File: src/codec_pkg.sv
package codec_pkg;

    localparam int FRAME_BITS = 128;
    localparam int CODED_BITS = 384;
    localparam int SYM_PAIR_W = 6;
    localparam int NUM_STEPS  = 128;
    localparam int NUM_STATES = 4;
    localparam int DATA_W     = 32;

    localparam int ENC_WORDS   = FRAME_BITS / DATA_W;   // 4
    localparam int CODED_WORDS = CODED_BITS / DATA_W;   // 12

    typedef logic [FRAME_BITS-1:0] frame_t;
    typedef logic [CODED_BITS-1:0] coded_frame_t;
    typedef logic [SYM_PAIR_W-1:0] sym_pair_t;
    typedef logic [9:0]            metric_t;
    typedef logic [7:0]            axil_addr_t;
    typedef logic [DATA_W-1:0]     axil_data_t;

    localparam logic MODE_ENCODE = 1'b0;
    localparam logic MODE_DECODE = 1'b1;
    localparam logic RATE_HALF   = 1'b0;
    localparam logic RATE_THIRD  = 1'b1;

    localparam axil_addr_t REG_CTRL     = 8'h00;
    localparam axil_addr_t REG_STATUS   = 8'h04;
    localparam axil_addr_t REG_ENC_BASE = 8'h10;
    localparam axil_addr_t REG_DEC_BASE = 8'h20;
    localparam axil_addr_t REG_RES_BASE = 8'h50;

    // Start value for every state except 0 where the encoder begins
    localparam metric_t METRIC_UNREACHED = 10'd512;

endpackage

File: src/frame_slicer.sv
`timescale 1ns/1ps

module frame_slicer
    import codec_pkg::*;
(
    input  logic         clk,
    input  logic         rst,
    input  logic         i_start,
    input  logic         i_mode,
    input  logic         i_rate,
    input  frame_t       i_enc_frame,
    input  coded_frame_t i_dec_frame,
    output logic         o_bit_valid,
    output logic         o_tx_bit,
    output logic         o_sym_valid,
    output sym_pair_t    o_rx_syms,
    output logic         o_last
);

logic       running;
logic [6:0] tx_idx;
logic [8:0] rx_idx;
logic       last_item;
sym_pair_t  syms;

always_comb
begin
    // Slot bit 0 takes the highest frame index and so the g0 output
    if (i_rate == RATE_THIRD)
    begin
        syms = {i_dec_frame[rx_idx - 5], i_dec_frame[rx_idx - 4], i_dec_frame[rx_idx - 3],
                i_dec_frame[rx_idx - 2], i_dec_frame[rx_idx - 1], i_dec_frame[rx_idx]};
        last_item = (rx_idx == 9'd5);
    end
    else
    begin
        syms = {1'b0, i_dec_frame[rx_idx - 3], i_dec_frame[rx_idx - 2],
                1'b0, i_dec_frame[rx_idx - 1], i_dec_frame[rx_idx]};
        last_item = (rx_idx == 9'd3);
    end
    if (i_mode == MODE_ENCODE)
        last_item = (tx_idx == 7'd0);
end

assign o_bit_valid = running && (i_mode == MODE_ENCODE);
assign o_sym_valid = running && (i_mode == MODE_DECODE);
assign o_tx_bit    = o_bit_valid ? i_enc_frame[tx_idx] : 1'b0;
assign o_rx_syms   = o_sym_valid ? syms : '0;
assign o_last      = running && last_item;

always_ff @(posedge clk)
begin
    if (!rst)
    begin
        running <= 1'b0;
        tx_idx  <= '0;
        rx_idx  <= '0;
    end
    else if (i_start)
    begin
        running <= 1'b1;
        tx_idx  <= 7'(FRAME_BITS - 1);
        rx_idx  <= (i_rate == RATE_HALF) ? 9'(2*FRAME_BITS - 1) : 9'(CODED_BITS - 1);
    end
    else if (running)
    begin
        if (last_item)
            running <= 1'b0;   // Stop after the final item
        if (i_mode == MODE_ENCODE)
            tx_idx <= tx_idx - 7'd1;
        else
            rx_idx <= rx_idx - ((i_rate == RATE_THIRD) ? 9'd6 : 9'd4);
    end
end

endmodule

File: config.mk
export PLATFORM = sky130hd
export DESIGN_NAME = frame_slicer
export DESIGN_NICKNAME = d
export VERILOG_FILES = /design/src/codec_pkg.sv /design/src/frame_slicer.sv
export SDC_FILE = /design/constraint.sdc
export NUM_CORES = 1
export LEC_CHECK = 0
export BUFFER_PORTS_ARGS = -buffer_cell sky130_fd_sc_hd__buf_4
export CORE_MARGIN = 2
export CORE_UTILIZATION = 40
export DETAILED_ROUTE_END_ITERATION = 7
export PLACE_DENSITY = 0.76
export SLEW_MARGIN = 5
export SYNTH_ARGS = -nofsm -noshare
export SYNTH_HDL_FRONTEND = slang
export SYNTH_SLANG_ARGS = --single-unit
File: constraint.sdc
create_clock -name clk -period 5.6 [get_ports clk]
set_input_delay 0.84 -clock clk [delete_from_list [all_inputs] [get_ports clk]]
set_output_delay 0.84 -clock clk [all_outputs]
set_load 0.05 [all_outputs]
Word-level counts from Yosys, hierarchy flattened
Cells that the tools add are included.
Word-level totals
  register bits: 17
  output and inout port bits: 10
Cells by class
  $add $sub $neg: 7
  magnitude comparators: 7
  equality and inequality tests: 3
  multiplexer cells: 30
  bitwise logic cells: 1
  reduce and logical (&&, ||, !) cells: 8
Operators with widths (count)
  less-than comparator 32 x 10 -> 1 bit, second input constant: 5
  binary-select mux 1 bit (select 9 bit): 6
  2-to-1 mux 9 bit: 4
  2-to-1 mux 7 bit: 3
  subtractor 9 x 2 -> 10 bit, second input constant: 2
  subtractor 9 x 3 -> 10 bit, second input constant: 2
  2-to-1 mux 1 bit: 13
  2-to-1 mux 6 bit: 2
  less-than comparator 9 x 10 -> 1 bit, second input constant: 1
  subtractor 9 x 1 -> 10 bit, second input constant: 1
  == test 9 x 2 -> 1 bit, second input constant: 1
  == test 9 x 3 -> 1 bit, second input constant: 1
  subtractor 9 x 3 -> 9 bit: 1
  less-than comparator 7 x 8 -> 1 bit, second input constant: 1
  binary-select mux 1 bit (select 7 bit): 1
  logical NOT 7 bit: 1
  subtractor 7 x 1 -> 7 bit, second input constant: 1
  AND reduction 2 bit: 2
  nonzero test 2 bit: 2
  logical AND 1 bit: 3
  2-to-1 mux 2 bit: 1
  != test 2 bit, second input constant: 1
  NOT 1 bit: 1

Depth between registers and ports, before layout
Gate-level depths: netlist of run 1.
  word-level depth: 6
  gate-level depth with buffers: 19
  gate-level depth less buffers: 11

Worst setup path after synthesis of run 1
No wires, ideal clock.
  path type: reg2out
  start point: register rx_idx[2]
  end point: output port o_rx_syms[3]
  arrival: 4.668 ns
  required time: 4.760 ns
  path slack: 0.092 ns
  cell stages (with the launch flop): 17
  buffers on the path: 5
  cells stage by stage: dfxtp_1 buf_4 buf_1 inv_1 buf_1 buf_1 ha_1 a21boi_4 xor2_4 buf_6 nand2_1 a2111oi_0 nor2_1 nand3_1 o41ai_1 o41a_1 o22ai_1
Between the ends
  cells in the longest elaborated chain, start to end: 5
  elaborated cells on any way between the ends: 8
  classes of those cells: 2 x add/sub; 6 x mux
Ends and longest elaborated chain
  start, declared: line frame_slicer.sv:22  | logic [8:0] rx_idx;
  start signal, assigned: line frame_slicer.sv:63  | rx_idx <= (i_rate == RATE_HALF) ? 9'(2*FRAME_BITS - 1) : 9'(CODED_BITS - 1);
  start signal, assigned: line frame_slicer.sv:72  | rx_idx <= rx_idx - ((i_rate == RATE_THIRD) ? 9'd6 : 9'd4);
  subtractor 9 x 2 -> 10 bit, on equally long branches: line frame_slicer.sv:37, frame_slicer.sv:31
  binary-select mux 1 bit (select 9 bit), on equally long branches: line frame_slicer.sv:37, frame_slicer.sv:31
  2-to-1 mux 1 bit, on equally long branches: line frame_slicer.sv:37, frame_slicer.sv:31
  2-to-1 mux 6 bit (*): line frame_slicer.sv:29  | if (i_rate == RATE_THIRD)
  2-to-1 mux 6 bit (*): line frame_slicer.sv:48  | assign o_rx_syms = o_sym_valid ? syms : '0;
  end, declared: line frame_slicer.sv:16  | output sym_pair_t o_rx_syms,
Every way passes the cells marked *; elsewhere a longest branch is shown, timed or not. The select of a mux whose other input is x is not followed.

Worst setup path in the final report of run 1
  start point: register rx_idx[1]
  end point: output port o_rx_syms[3]
The elaborated chain is that of the path after synthesis.

==> results of run 1 <==
==> worst reg2reg max path, cell delays in order (launching register included) <==
cell and delay [ns]:
dfxtp_2 0.60, buf_4 0.45, inv_1 0.15, ha_1 0.24
nor3b_1 0.16, nand2_1 0.14, nor3_1 0.06, xor2_1 0.16
o21a_1 0.18
==> metal layers <==
layer / global-route usage, % / vias to the layer above
met5: 0 / -
met4: 20.52 / 0
met3: 10.12 / 372
met2: 57.91 / 1928
met1: 40.63 / 8741
li1: - / 6803
==> synth_stat cells (10+ instances only) <==
cell / count
xnor2_1: 26
o21a_1: 15
inv_1: 12
clkbuf_1: 37
o22ai_1: 12
mux2_2: 32
nor3_1: 18
buf_6: 21
nor2b_1: 15
mux4_1: 15
nor2_1: 45
o211ai_1: 10
ha_1: 14
nand4_1: 14
a211oi_1: 12
mux2i_1: 53
buf_4: 26
xor2_1: 22
dfxtp_1: 17
buf_1: 14
buf_2: 53
o21ai_0: 20
mux4_2: 495
a31oi_1: 13
a221oi_1: 10
a21oi_1: 18
nand3_1: 45
nand2_1: 133
==> sequential cells by signal (all words and copies together), names as in the netlist <==
register and count:
tx_idx 7, rx_idx 9, running 1
==> worst max path at each step <==
stage	from	to	slack (ns)	cells after the start
final	rx_idx[1]	o_rx_syms[3]	0.21	12
after global routing	rx_idx[1]	o_rx_syms[3]	0.05	12
after CTS	rx_idx[1]	o_rx_syms[3]	0.28	12
after detailed placement	rx_idx[1]	o_rx_syms[3]	0.58	12
after global placement	rx_idx[1]	o_rx_syms[3]	0.73	12
after floorplan	rx_idx[2]	o_rx_syms[3]	0.09	16
==> cell usage in the layout, fill, tap and decap left out, drive strengths merged, types with 21 or more instances in the layout <==
master  instances
xnor2          28
o21ai          21
mux2i          53
mux4          510
buf           578
nor2           47
xor2           23
nand2         133
nand3          45
mux2           32
==> final cells by class <==
type	count	area, um^2
antenna	4	10.01
clock buffer	4	78.83
fill	3710	21230
inverter	14	55.05
multi-input combinational	1142	15930
sequential	17	350.3
tap	546	683.2
timing repair buffer	578	4452
==> cells by family (layout without fill, tap and decap cells) <==
logic type | Yosys count | after routing | synth area share, %
adders and majority gates | 14 | 14 | 1.016
and+or+nand+nor | 305 | 305 | 8.171
muxes | 595 | 595 | 72.11
other | 0 | 4 | 0
xor gates and xnor gates | 51 | 51 | 2.786
buffers and inverters | 172 | 596 | 6.284
AOI/OAI and AO/OA | 177 | 177 | 7.663
DFF | 17 | 17 | 1.974
==> power groups by stage <==
stage	logic (mW)	clock network [mW]	registers [mW]
after global routing	3.56	0.155	0.161
final	3.45	0.147	0.159
after floorplan	2.23	0	0.140
after CTS	3.34	0.149	0.159
after detailed placement	3.33	0	0.162
after global placement	3.27	0	0.161
==> stage by stage <==
step                std cells  hold slack [ns]  cell area, um^2
detailed placement       2297           0.5680            21470
CTS                      2301           0.5765            21550
global placement         2297           0.5618            21470
finish                   2305           0.5800            21560
floorplan                1331           0.5135            17240
global route             2305           0.5911            21560
==> summary.md, run 1 <==
| Metric | Value |
|---|---|
| Top FF cell, synth | dfxtp_1 |
| Die Y | around 210 um |
| Register bit total from synthesis | 17 |
| Post-synthesis area per instance | approximately 13 um^2 |
| P&R area growth vs syn | 25.03% |
| Post-synth EDFFs | 0 |
| Wire per inst | 34.57 um |
| Post-synth top area cell | mux4_2 |
| Io pins | about 530 |
| GRT overflow | 0 |
| Leakage | a little under 8 nW |
| Number of buffers created by CTS | 3 |
| Fmax | about 0.19 GHz |
| First-pass GRT wire length | around 120000 um |
| Max Used Layer | met4 |
| Synth Instances | between 1000 and 1500 |
| Power Density | 174.0 nW/um^2 |
| Reg-to-Reg End | tx_idx[6] |
| Critical path type | flip-flop to primary output |
| Post-CTS Resized | 0 |
| Final worst slack | around 0.21 ns |
| Worst EP arrival | 4.55 ns |
| CP required | roughly 4.8 ns |
| Largest net degree at the start of global routing | 126 |
| Share of cells above drive strength 1 | between 60% and 70% |
| Number of core rows | 76 |
| Fin Setup TNS | 0 ns |
| Final core occ | 50.38% |
| CTS Buffer Depth | 2 |
| Sequential Power Share | between 4 and 5% |
| Peak supply drop | between 0.1 and 0.15 mV |
| Critical path fanouts, max | 17 |
| Synth unique cells | 72 |
| Outcome | completed |
| CTS tree | done |
| Flop-to-flop setup slack | 3.35 ns |
| Clock share of power | a little under 4% |
| Clk_skew | slightly below 0.006 ns |
| Max Cap Viol | 0 |
| Initial Util | between 40% and 50% |
| Post-synth ARST share | 0% |
| Hold EP | running |
| Hold path startpoint | running |
| Top cell by count, worst path | o22ai_1 |
| Post-synthesis cell area | approximately 17000 um^2 |
| Count of pins over their slew limit | 0 |
| Sequential share of the synthesized area | ~2.0% |
| Final setup violation count | 0 |
| Routed WL | ~80000 um |
| IO buf count | between 500 and 600 |
| Pre-CTS setup slack | 0.5777 ns |
| Via count | roughly 18000 |
| Tot GR Track Use | a little over a third |
| RSZ-0062 raised after global routing | false |
| Routed Antenna Nets | 0 |
| Worst path slowest cell | xor2_4 |
| Fin nets | roughly 2300 |
| Period utilization | a little over nine tenths |
| Buf/Inv on CP | 2 |
| Dpl hpwl | 63740 um |
| Fin. Hold Viols | 0 |
| Max H-tree Level | 1 |
| Crit. End Element | primary output |
| Most area-consuming cells after synthesis | mux4_2, mux2i_1, nand2_1 |
| Critical Path Source Type | flip-flop |
| CTS clk-pin slew, worst paths | 0.06 ns |
| Net Sw Power | roughly 1.8 mW |
| Logic pwr share | 91.8% |
| Die Wd | 211.6 um |
| Die area | 44780 um^2 |
| Hold-critical path depth | 2 |
| Cell family with most CP delay | compound AO/OA/AOI/OAI gates |
| Placer congestion estimate | approximately 1.1 |
| DR pass1 iterations | 5 |
| Min-Delay Path Class | flip-flop to flip-flop |
| Power, Total | about 3.8 mW |
| Crit path largest cell delay | just under 0.8 ns |
| Slew HR | a little under 30% |
| Post-CTS Hold Buffers | 0 |
| Met3 WL | between 10000 and 15000 um |
| Routed length on met2 | roughly 38000 um |
| Synth warn | 0 |
| Post-Syn Nets | ~1900 |
| Clock latency on the worst-skew pair | roughly 0.25 ns |
| Worst path cell trace | inv_1 -> ha_1 -> xor2_4 -> nand2_1 -> o221ai_1 -> o22ai_1 -> o2111ai_1 -> a32oi_1 -> nand3_1 -> o41a_1 -> o22ai_1 -> buf_4 |
| Antenna violations before repair | 5 |
| Switch share | around half |
| Slew at the pin closest to its max-slew limit | between 1 and 1.5 ns |
| Post-layout min period | 5.392 ns |
| Drt via density | about 7.7 |
| Worst reg2reg startpoint | tx_idx[0] |
| P_int | 1.934 mW |
| Vias in the first global route | roughly 18000 |
| Clock Sinks | 17 |
| Root buf cell | clkbuf_16 |
| # DRC | 0 |
| DR iter-0 viols | 2693 |
| Reg2reg path depth | 8 |
| Setup bufs post-CTS | 0 |
| Yosys top cell area share | ~65% |
| Core area | 42790 um^2 |
| Wl on met1 | between 20000 and 25000 um |
Note: power is estimated with default switching activity, not from simulation.
==> inputs of run 2 (changes only) <==
==> constraint.sdc (replaced) <==
create_clock -name clk -period 6.8 [get_ports clk]
set_input_delay 1.02 -clock clk [delete_from_list [all_inputs] [get_ports clk]]
set_output_delay 1.02 -clock clk [all_outputs]
set_load 0.005 [all_outputs]
==> run 2 against run 1 <==
  * First-iteration DRC count grew 13%
  * Clock skew grew 0.0015 ns
  * Final cell count is essentially flat
  * Critical path type unchanged
  * Highest routed layer unchanged
==> summary.md, run 2 (same netlist as run 1, synthesis figures left out) <==
| Metric | Value |
|---|---|
| Placer congestion estimate | 1.020 (-5.5%) |
| Count of pins over their slew limit | 0 (unchanged) |
| Sequential cell area | 350.3 um^2 (unchanged) |
| Reg-to-Reg End | running |
| Routed Antenna Nets | 0 (unchanged) |
| Post-CTS Hold Buffers | 0 (unchanged) |
| Leakage | 7.867 nW (-0.40%) |
| Period utilization | around nine tenths |
| CTS clk-pin slew, worst paths | 0.06 ns (about the same) |
| Largest registers | rx_idx x9, tx_idx x7, running x1 |
| Top reg by flops | rx_idx |
| Wire per inst | 34.78 um (+0.62%) |
| Reg2reg path depth | 7 (-1) |
| RSZ-0062 raised after global routing | false |
| Critical path type | flip-flop to primary output |
| Initial Util | 40.30% (unchanged) |
| CTS tree | done |
| DR iter-0 viols | 3050 (+13%) |
| Antenna violations before repair | 7 (+2) |
| Number of buffers created by CTS | 3 (unchanged) |
| Post-layout min period | about 6.2 ns |
| Final core occ | 50.23% (-0.15 points) |
| Clock Sinks | 17 (unchanged) |
| First-pass GRT wire length | 117700 um (+1.4%) |
| Min-Delay Path Class | flip-flop to flip-flop |
| Dpl cells | 2294 (-0.13%) |
| Number of core rows | 76 (unchanged) |
| Dpl hpwl | 63620 um (-0.20%) |
| Max H-tree Level | 1 (unchanged) |
| Design area | 21500 um^2 (-0.29%) |
| Slew at the pin closest to its max-slew limit | 1.202 ns (+0.1418 ns) |
| Tot GR Track Use | 35.46% (+0.44 points) |
| Critical path fanouts, max | 47 (+30) |
| Clock latency on the worst-skew pair | 0.25 ns (about the same) |
| Final std cells w/o fill | 2306 (+0.043%) |
| CTS Buffer Depth | 2 (unchanged) |
| Fmax | around 0.16 GHz |
| Peak supply drop | 0.09027 mV (-26%) |
| Area occupied by multi-input gates | 15930 um^2 (unchanged) |
| Root buf cell | clkbuf_16 |
| IO buf count | 526 (unchanged) |
| Most frequent cells in the layout | buf_4, mux4_2, nand2_1 |
| Die Wd | 211.6 um (unchanged) |
| Die Y | 211.6 um (unchanged) |
| Most common cell after layout, fill and taps aside | buf_4 |
| Clk_skew | 0.007298 ns (+0.001495 ns) |
| Core area | 42790 um^2 (unchanged) |
| CP required | 5.78 ns (+1.02 ns) |
| Hold-critical path depth | 2 (unchanged) |
| Crit. End Element | primary output |
| Worst EP arrival | 5.13 ns (+0.58 ns) |
| Hold path startpoint | running |
| Layout fillers | 3699 (-0.30%) |
| Fin Setup TNS | 0 ns (unchanged) |
| Power Density | 141.9 nW/um^2 (-18%) |
| Max reg flops | 9 (unchanged) |
| Vias in the first global route | 17750 (-0.33%) |
| # DRC | 0 (unchanged) |
| Post-CTS Resized | 0 (unchanged) |
| Placed cell area | 21400 um^2 (-0.34%) |
| Die area | 44780 um^2 (unchanged) |
| Final setup violation count | 0 (unchanged) |
| Largest net degree at the start of global routing | 113 (-10%) |
| Power, Total | 3.050 mW (-19%) |
| Fin. Hold Viols | 0 (unchanged) |
| P&R area growth vs syn | 24.66% |
| Fin nets | 2284 (-0.13%) |
| GRT overflow | 0 (unchanged) |
| Flop-to-flop setup slack | 4.36 ns (+1.01 ns) |
| Io pins | 527 (unchanged) |
| Drt via density | 7.757 (+0.20%) |
| Worst reg2reg startpoint | rx_idx[1] |
| Slew HR | 17.77% (-12 points) |
| Outcome | completed |
| Max Cap Viol | 0 (unchanged) |
| Routed WL | 80210 um (+0.66%) |
| DR pass1 iterations | 5 (unchanged) |
| Via count | 17890 (+0.24%) |
| Critical Path Source Type | flip-flop |
| Setup bufs post-CTS | 0 (unchanged) |
| Hold EP | running |
| Share of cells above drive strength 1 | 64.67% (about the same) |
## run 2: changes by cell type in the layout (fill, tap and decap cells not counted), sizes merged
cell | previous run | this run
buf | 578 | 575
diode | 4 | 8
## run 2: how the worst max path moves through the flow
stage | endpoint | startpoint | slack (ns)
global route | o_rx_syms[3] | rx_idx[1] | 0.46
detailed placement | o_rx_syms[3] | rx_idx[1] | 1.11
global placement | o_rx_syms[3] | rx_idx[1] | 1.23
floorplan | o_rx_syms[3] | rx_idx[2] | 1.69
finish | o_rx_syms[3] | rx_idx[1] | 0.65
CTS | o_rx_syms[3] | rx_idx[1] | 0.84
## run 2: final cells by class
type / instances / share of cell area (%)
tap: 546 / 3.178
inverter: 14 / 0.2561
multi-input combinational: 1142 / 74.10
sequential: 17 / 1.630
antenna: 8 / 0.09313
clock buffer: 4 / 0.3667
timing repair buffer: 575 / 20.37
## run 2: where the power goes
part | total (mW) | internal, mW | switching [mW]
Combinational | 2.79 | 1.39 | 1.39
Sequential | 0.144 | 0.108 | 0.0365
Clock | 0.120 | 0.0797 | 0.0408
Total | 3.05 | 1.58 | 1.47
## run 2: worst max-delay path, stage by stage (launching register included)
cell and delay, ns:
dfxtp_4 0.81, inv_1 0.14, ha_1 0.35, xor2_4 0.91
nand2_1 0.59, o221ai_1 0.39, o22ai_1 0.14, o2111ai_1 0.44
a32oi_1 0.28, nand3_1 0.17, o41a_1 0.31, o22ai_1 0.14
buf_4 0.17
## run 2: per-layer routing
layer | global-route usage (%) | vias to the layer above | share of wire, %
li1 | - | 6801 | -
met1 | 43.07 | 8710 | 31
met2 | 58.14 | 1999 | 47
met3 | 9.316 | 377 | 14
met4 | 18.67 | 0 | 6.9
met5 | 0 | - | 0
## run 2: metrics by stage
stage               setup slack [ns]  hold WS, ns
floorplan                      1.690       0.5135
global placement               1.229       0.5620
detailed placement             1.115       0.5650
CTS                           0.8434       0.5722
global route                  0.4612       0.5929
finish                        0.6463       0.5685
==> inputs of run 3 (changes only) <==
- clock period: 6.8 -> 7.37 ns (I/O delays scaled with it)
==> run 3 against run 2 <==
  * Flip-flop and latch count stayed put
  * Clock skew is 0.0034 ns lower
  * Largest power group unchanged
  * Total power shrank 7.1%
  * Non-clock buffer count shrank 6
  * Highest routed layer is now met5
  * Final cell count fell by 0.56%
==> summary.md, run 3 (same netlist as run 1, synthesis figures left out) <==
| Metric | Value |
|---|---|
| Outcome | completed |
| Peak supply drop | 0.1001 mV (+11%) |
| P&R area growth vs syn | 24.37% |
| Dpl hpwl | 64590 um (+1.5%) |
| Critical path fanouts, max | 72 (+53%) |
| Area occupied by multi-input gates | 15930 um^2 (unchanged) |
| P_int | 1.459 mW (-7.8%) |
| Final worst slack | 0.7450 ns (+0.09872 ns) |
| DR iter-0 viols | 2824 (-7.4%) |
| Buf/Inv on CP | 3 (+1) |
| Pre-CTS setup slack | 1.237 ns (+0.1224 ns) |
| Hold_ws | 0.5677 ns (-0.0008030 ns) |
| Fin nets | 2278 (-0.26%) |
| Sequential Power Share | 4.6% (about the same) |
| Tot GR Track Use | 35.68% (+0.23 points) |
| CTS tree | done |
| GRT overflow | 0 (unchanged) |
| Die Y | 211.6 um (unchanged) |
| Antenna violations before repair | 3 (-4) |
| Slew HR | 10.63% (-7.1 points) |
| Clock latency on the worst-skew pair | 0.25 ns (about the same) |
| CP required | 6.26 ns (+0.48 ns) |
| Die Wd | 211.6 um (unchanged) |
| Clk_skew | 0.003864 ns (-0.003434 ns) |
| Crit path largest cell delay | 0.85 ns (-0.06 ns) |
| Placer congestion estimate | 1.061 (+4.0%) |
| Worst path slowest cell | a2111oi_0 |
| Post-layout min period | approximately 6.6 ns |
| Io pins | 527 (unchanged) |
| Fin Setup TNS | 0 ns (unchanged) |
| Share of cells above drive strength 1 | 64.55% (-0.12 points) |
| Routed Antenna Nets | 0 (unchanged) |
| Logic pwr share | 91.6% (+0.3 points) |
| Clock share of power | 3.8% (about the same) |
| Via count | 17870 (-0.073%) |
| Worst EP arrival | 5.52 ns (+0.39 ns) |
| Number of core rows | 76 (unchanged) |
| Crit. End Element | primary output |
| Net Sw Power | 1.374 mW (-6.5%) |
| Flop-to-flop setup slack | 4.50 ns (+0.14 ns) |
| CTS Buffer Depth | 2 (unchanged) |
| Fin. Hold Viols | 0 (unchanged) |
| First-pass GRT wire length | 118000 um (+0.20%) |
| Clock Sinks | 17 (unchanged) |
| Wire per inst | 35.32 um (+1.6%) |
| Drt via density | 7.795 (+0.49%) |
| Die area | 44780 um^2 (unchanged) |
| Layout fillers | 3692 (-0.19%) |
| Post-CTS Resized | 0 (unchanged) |
| Count of pins over their slew limit | 0 (unchanged) |
| Hold-critical path depth | 2 (unchanged) |
| Critical path type | flip-flop to primary output |
| RSZ-0062 raised after global routing | false |
| Number of buffers created by CTS | 3 (unchanged) |
| Initial Util | 40.30% (unchanged) |
| Root buf cell | clkbuf_16 |
| Max reg flops | 9 (unchanged) |
| Largest net degree at the start of global routing | 145 (+28%) |
| Worst path cell trace | buf_4 -> ha_1 -> xnor2_4 -> buf_4 -> mux4_2 -> nor3_1 -> o311ai_0 -> nor3_1 -> a2111oi_0 -> nor4_2 -> a32oi_1 -> buf_4 |
| Switch share | 48.51% (+0.35 points) |
| Cell family with most CP delay | compound AO/OA/AOI/OAI gates |
| Leakage | 7.842 nW (-0.32%) |
| Reg2reg path depth | 8 (+1) |
| Setup bufs post-CTS | 0 (unchanged) |
| CTS clk-pin slew, worst paths | 0.05 ns (about the same) |
| Max Cap Viol | 0 (unchanged) |
| Slew at the pin closest to its max-slew limit | 1.328 ns (+0.1260 ns) |
| Core area | 42790 um^2 (unchanged) |
| Critical Path Source Type | flip-flop |
| Top reg by flops | rx_idx |
| CP Depth | 12 (unchanged) |
| Period utilization | approximately 90% |
| Fmax | 0.1509 GHz |
| # DRC | 0 (unchanged) |
| Max H-tree Level | 1 (unchanged) |
| Min-Delay Path Class | flip-flop to flip-flop |
| Most common cell after layout, fill and taps aside | buf_4 |
| Routed WL | 80990 um (+0.98%) |
| Power Density | 132.1 nW/um^2 (-6.9%) |
| Final setup violation count | 0 (unchanged) |
| Most frequent cells in the layout | buf_4, mux4_2, nand2_1 |
| Post-CTS Hold Buffers | 0 (unchanged) |
| Top cell by count, worst path | buf_4 |
| Sequential cell area | 350.3 um^2 (unchanged) |
| IO buf count | 526 (unchanged) |
| Vias in the first global route | 17900 (+0.81%) |
| DR pass1 iterations | 6 (+1) |
| Largest registers | rx_idx x9, tx_idx x7, running x1 |
[run 3: changes by cell type in the layout (fill, tap and decap cells not counted), sizes merged]
cell / previous run / this run
diode: 8 / 1
buf: 575 / 569
[run 3: per-stage QoR]
step	util, %	power [mW]	instances	instance area (um^2)
after floorplan	-	1.787	1331	17240
after global placement	49.93	2.595	2288	21360
after detailed placement	49.93	2.628	2288	21360
after CTS	50.11	2.748	2292	21440
after global routing	50.12	2.926	2293	21450
final	50.12	2.833	2293	21450
[run 3: routing by layer]
metal  up-vias  wire length [um]  GRT usage, %
li1       6773                 -             -
met1      8758             24600         41.41
met2      1960             38920         59.39
met3       379             11650         10.25
met4         4              5788         20.23
met5         -                31             0
[run 3: worst register-to-register path: stages (launching register included)]
cell and delay [ns]:
dfxtp_4 0.37, buf_4 0.79, ha_1 0.58, nand2_1 0.18, o21ai_0 0.27, and4b_1 0.28, a21oi_1 0.07, a21oi_1 0.17
nor2b_1 0.06
[run 3: power groups by stage]
stage / Sequential, mW / Clock, mW / Combinational, mW
after global placement: 0.131 / 0 / 2.46
final: 0.130 / 0.109 / 2.59
after floorplan: 0.106 / 0 / 1.68
after global routing: 0.132 / 0.117 / 2.68
after CTS: 0.130 / 0.110 / 2.51
after detailed placement: 0.131 / 0 / 2.50
[run 3: worst paths after layout]
kind | to | start
setup reg to reg | running | rx_idx[1]
setup / recovery | o_rx_syms[4] | rx_idx[1]
hold / removal | running | running
hold reg to reg | running | running
[run 3: area by class of cell]
cell class | instances | share of cell area [%]
timing repair buffer | 569 | 20.27
sequential | 17 | 1.634
inverter | 14 | 0.2567
antenna | 1 | 0.01167
multi-input combinational | 1142 | 74.28
clock buffer | 4 | 0.3676
tap | 546 | 3.186
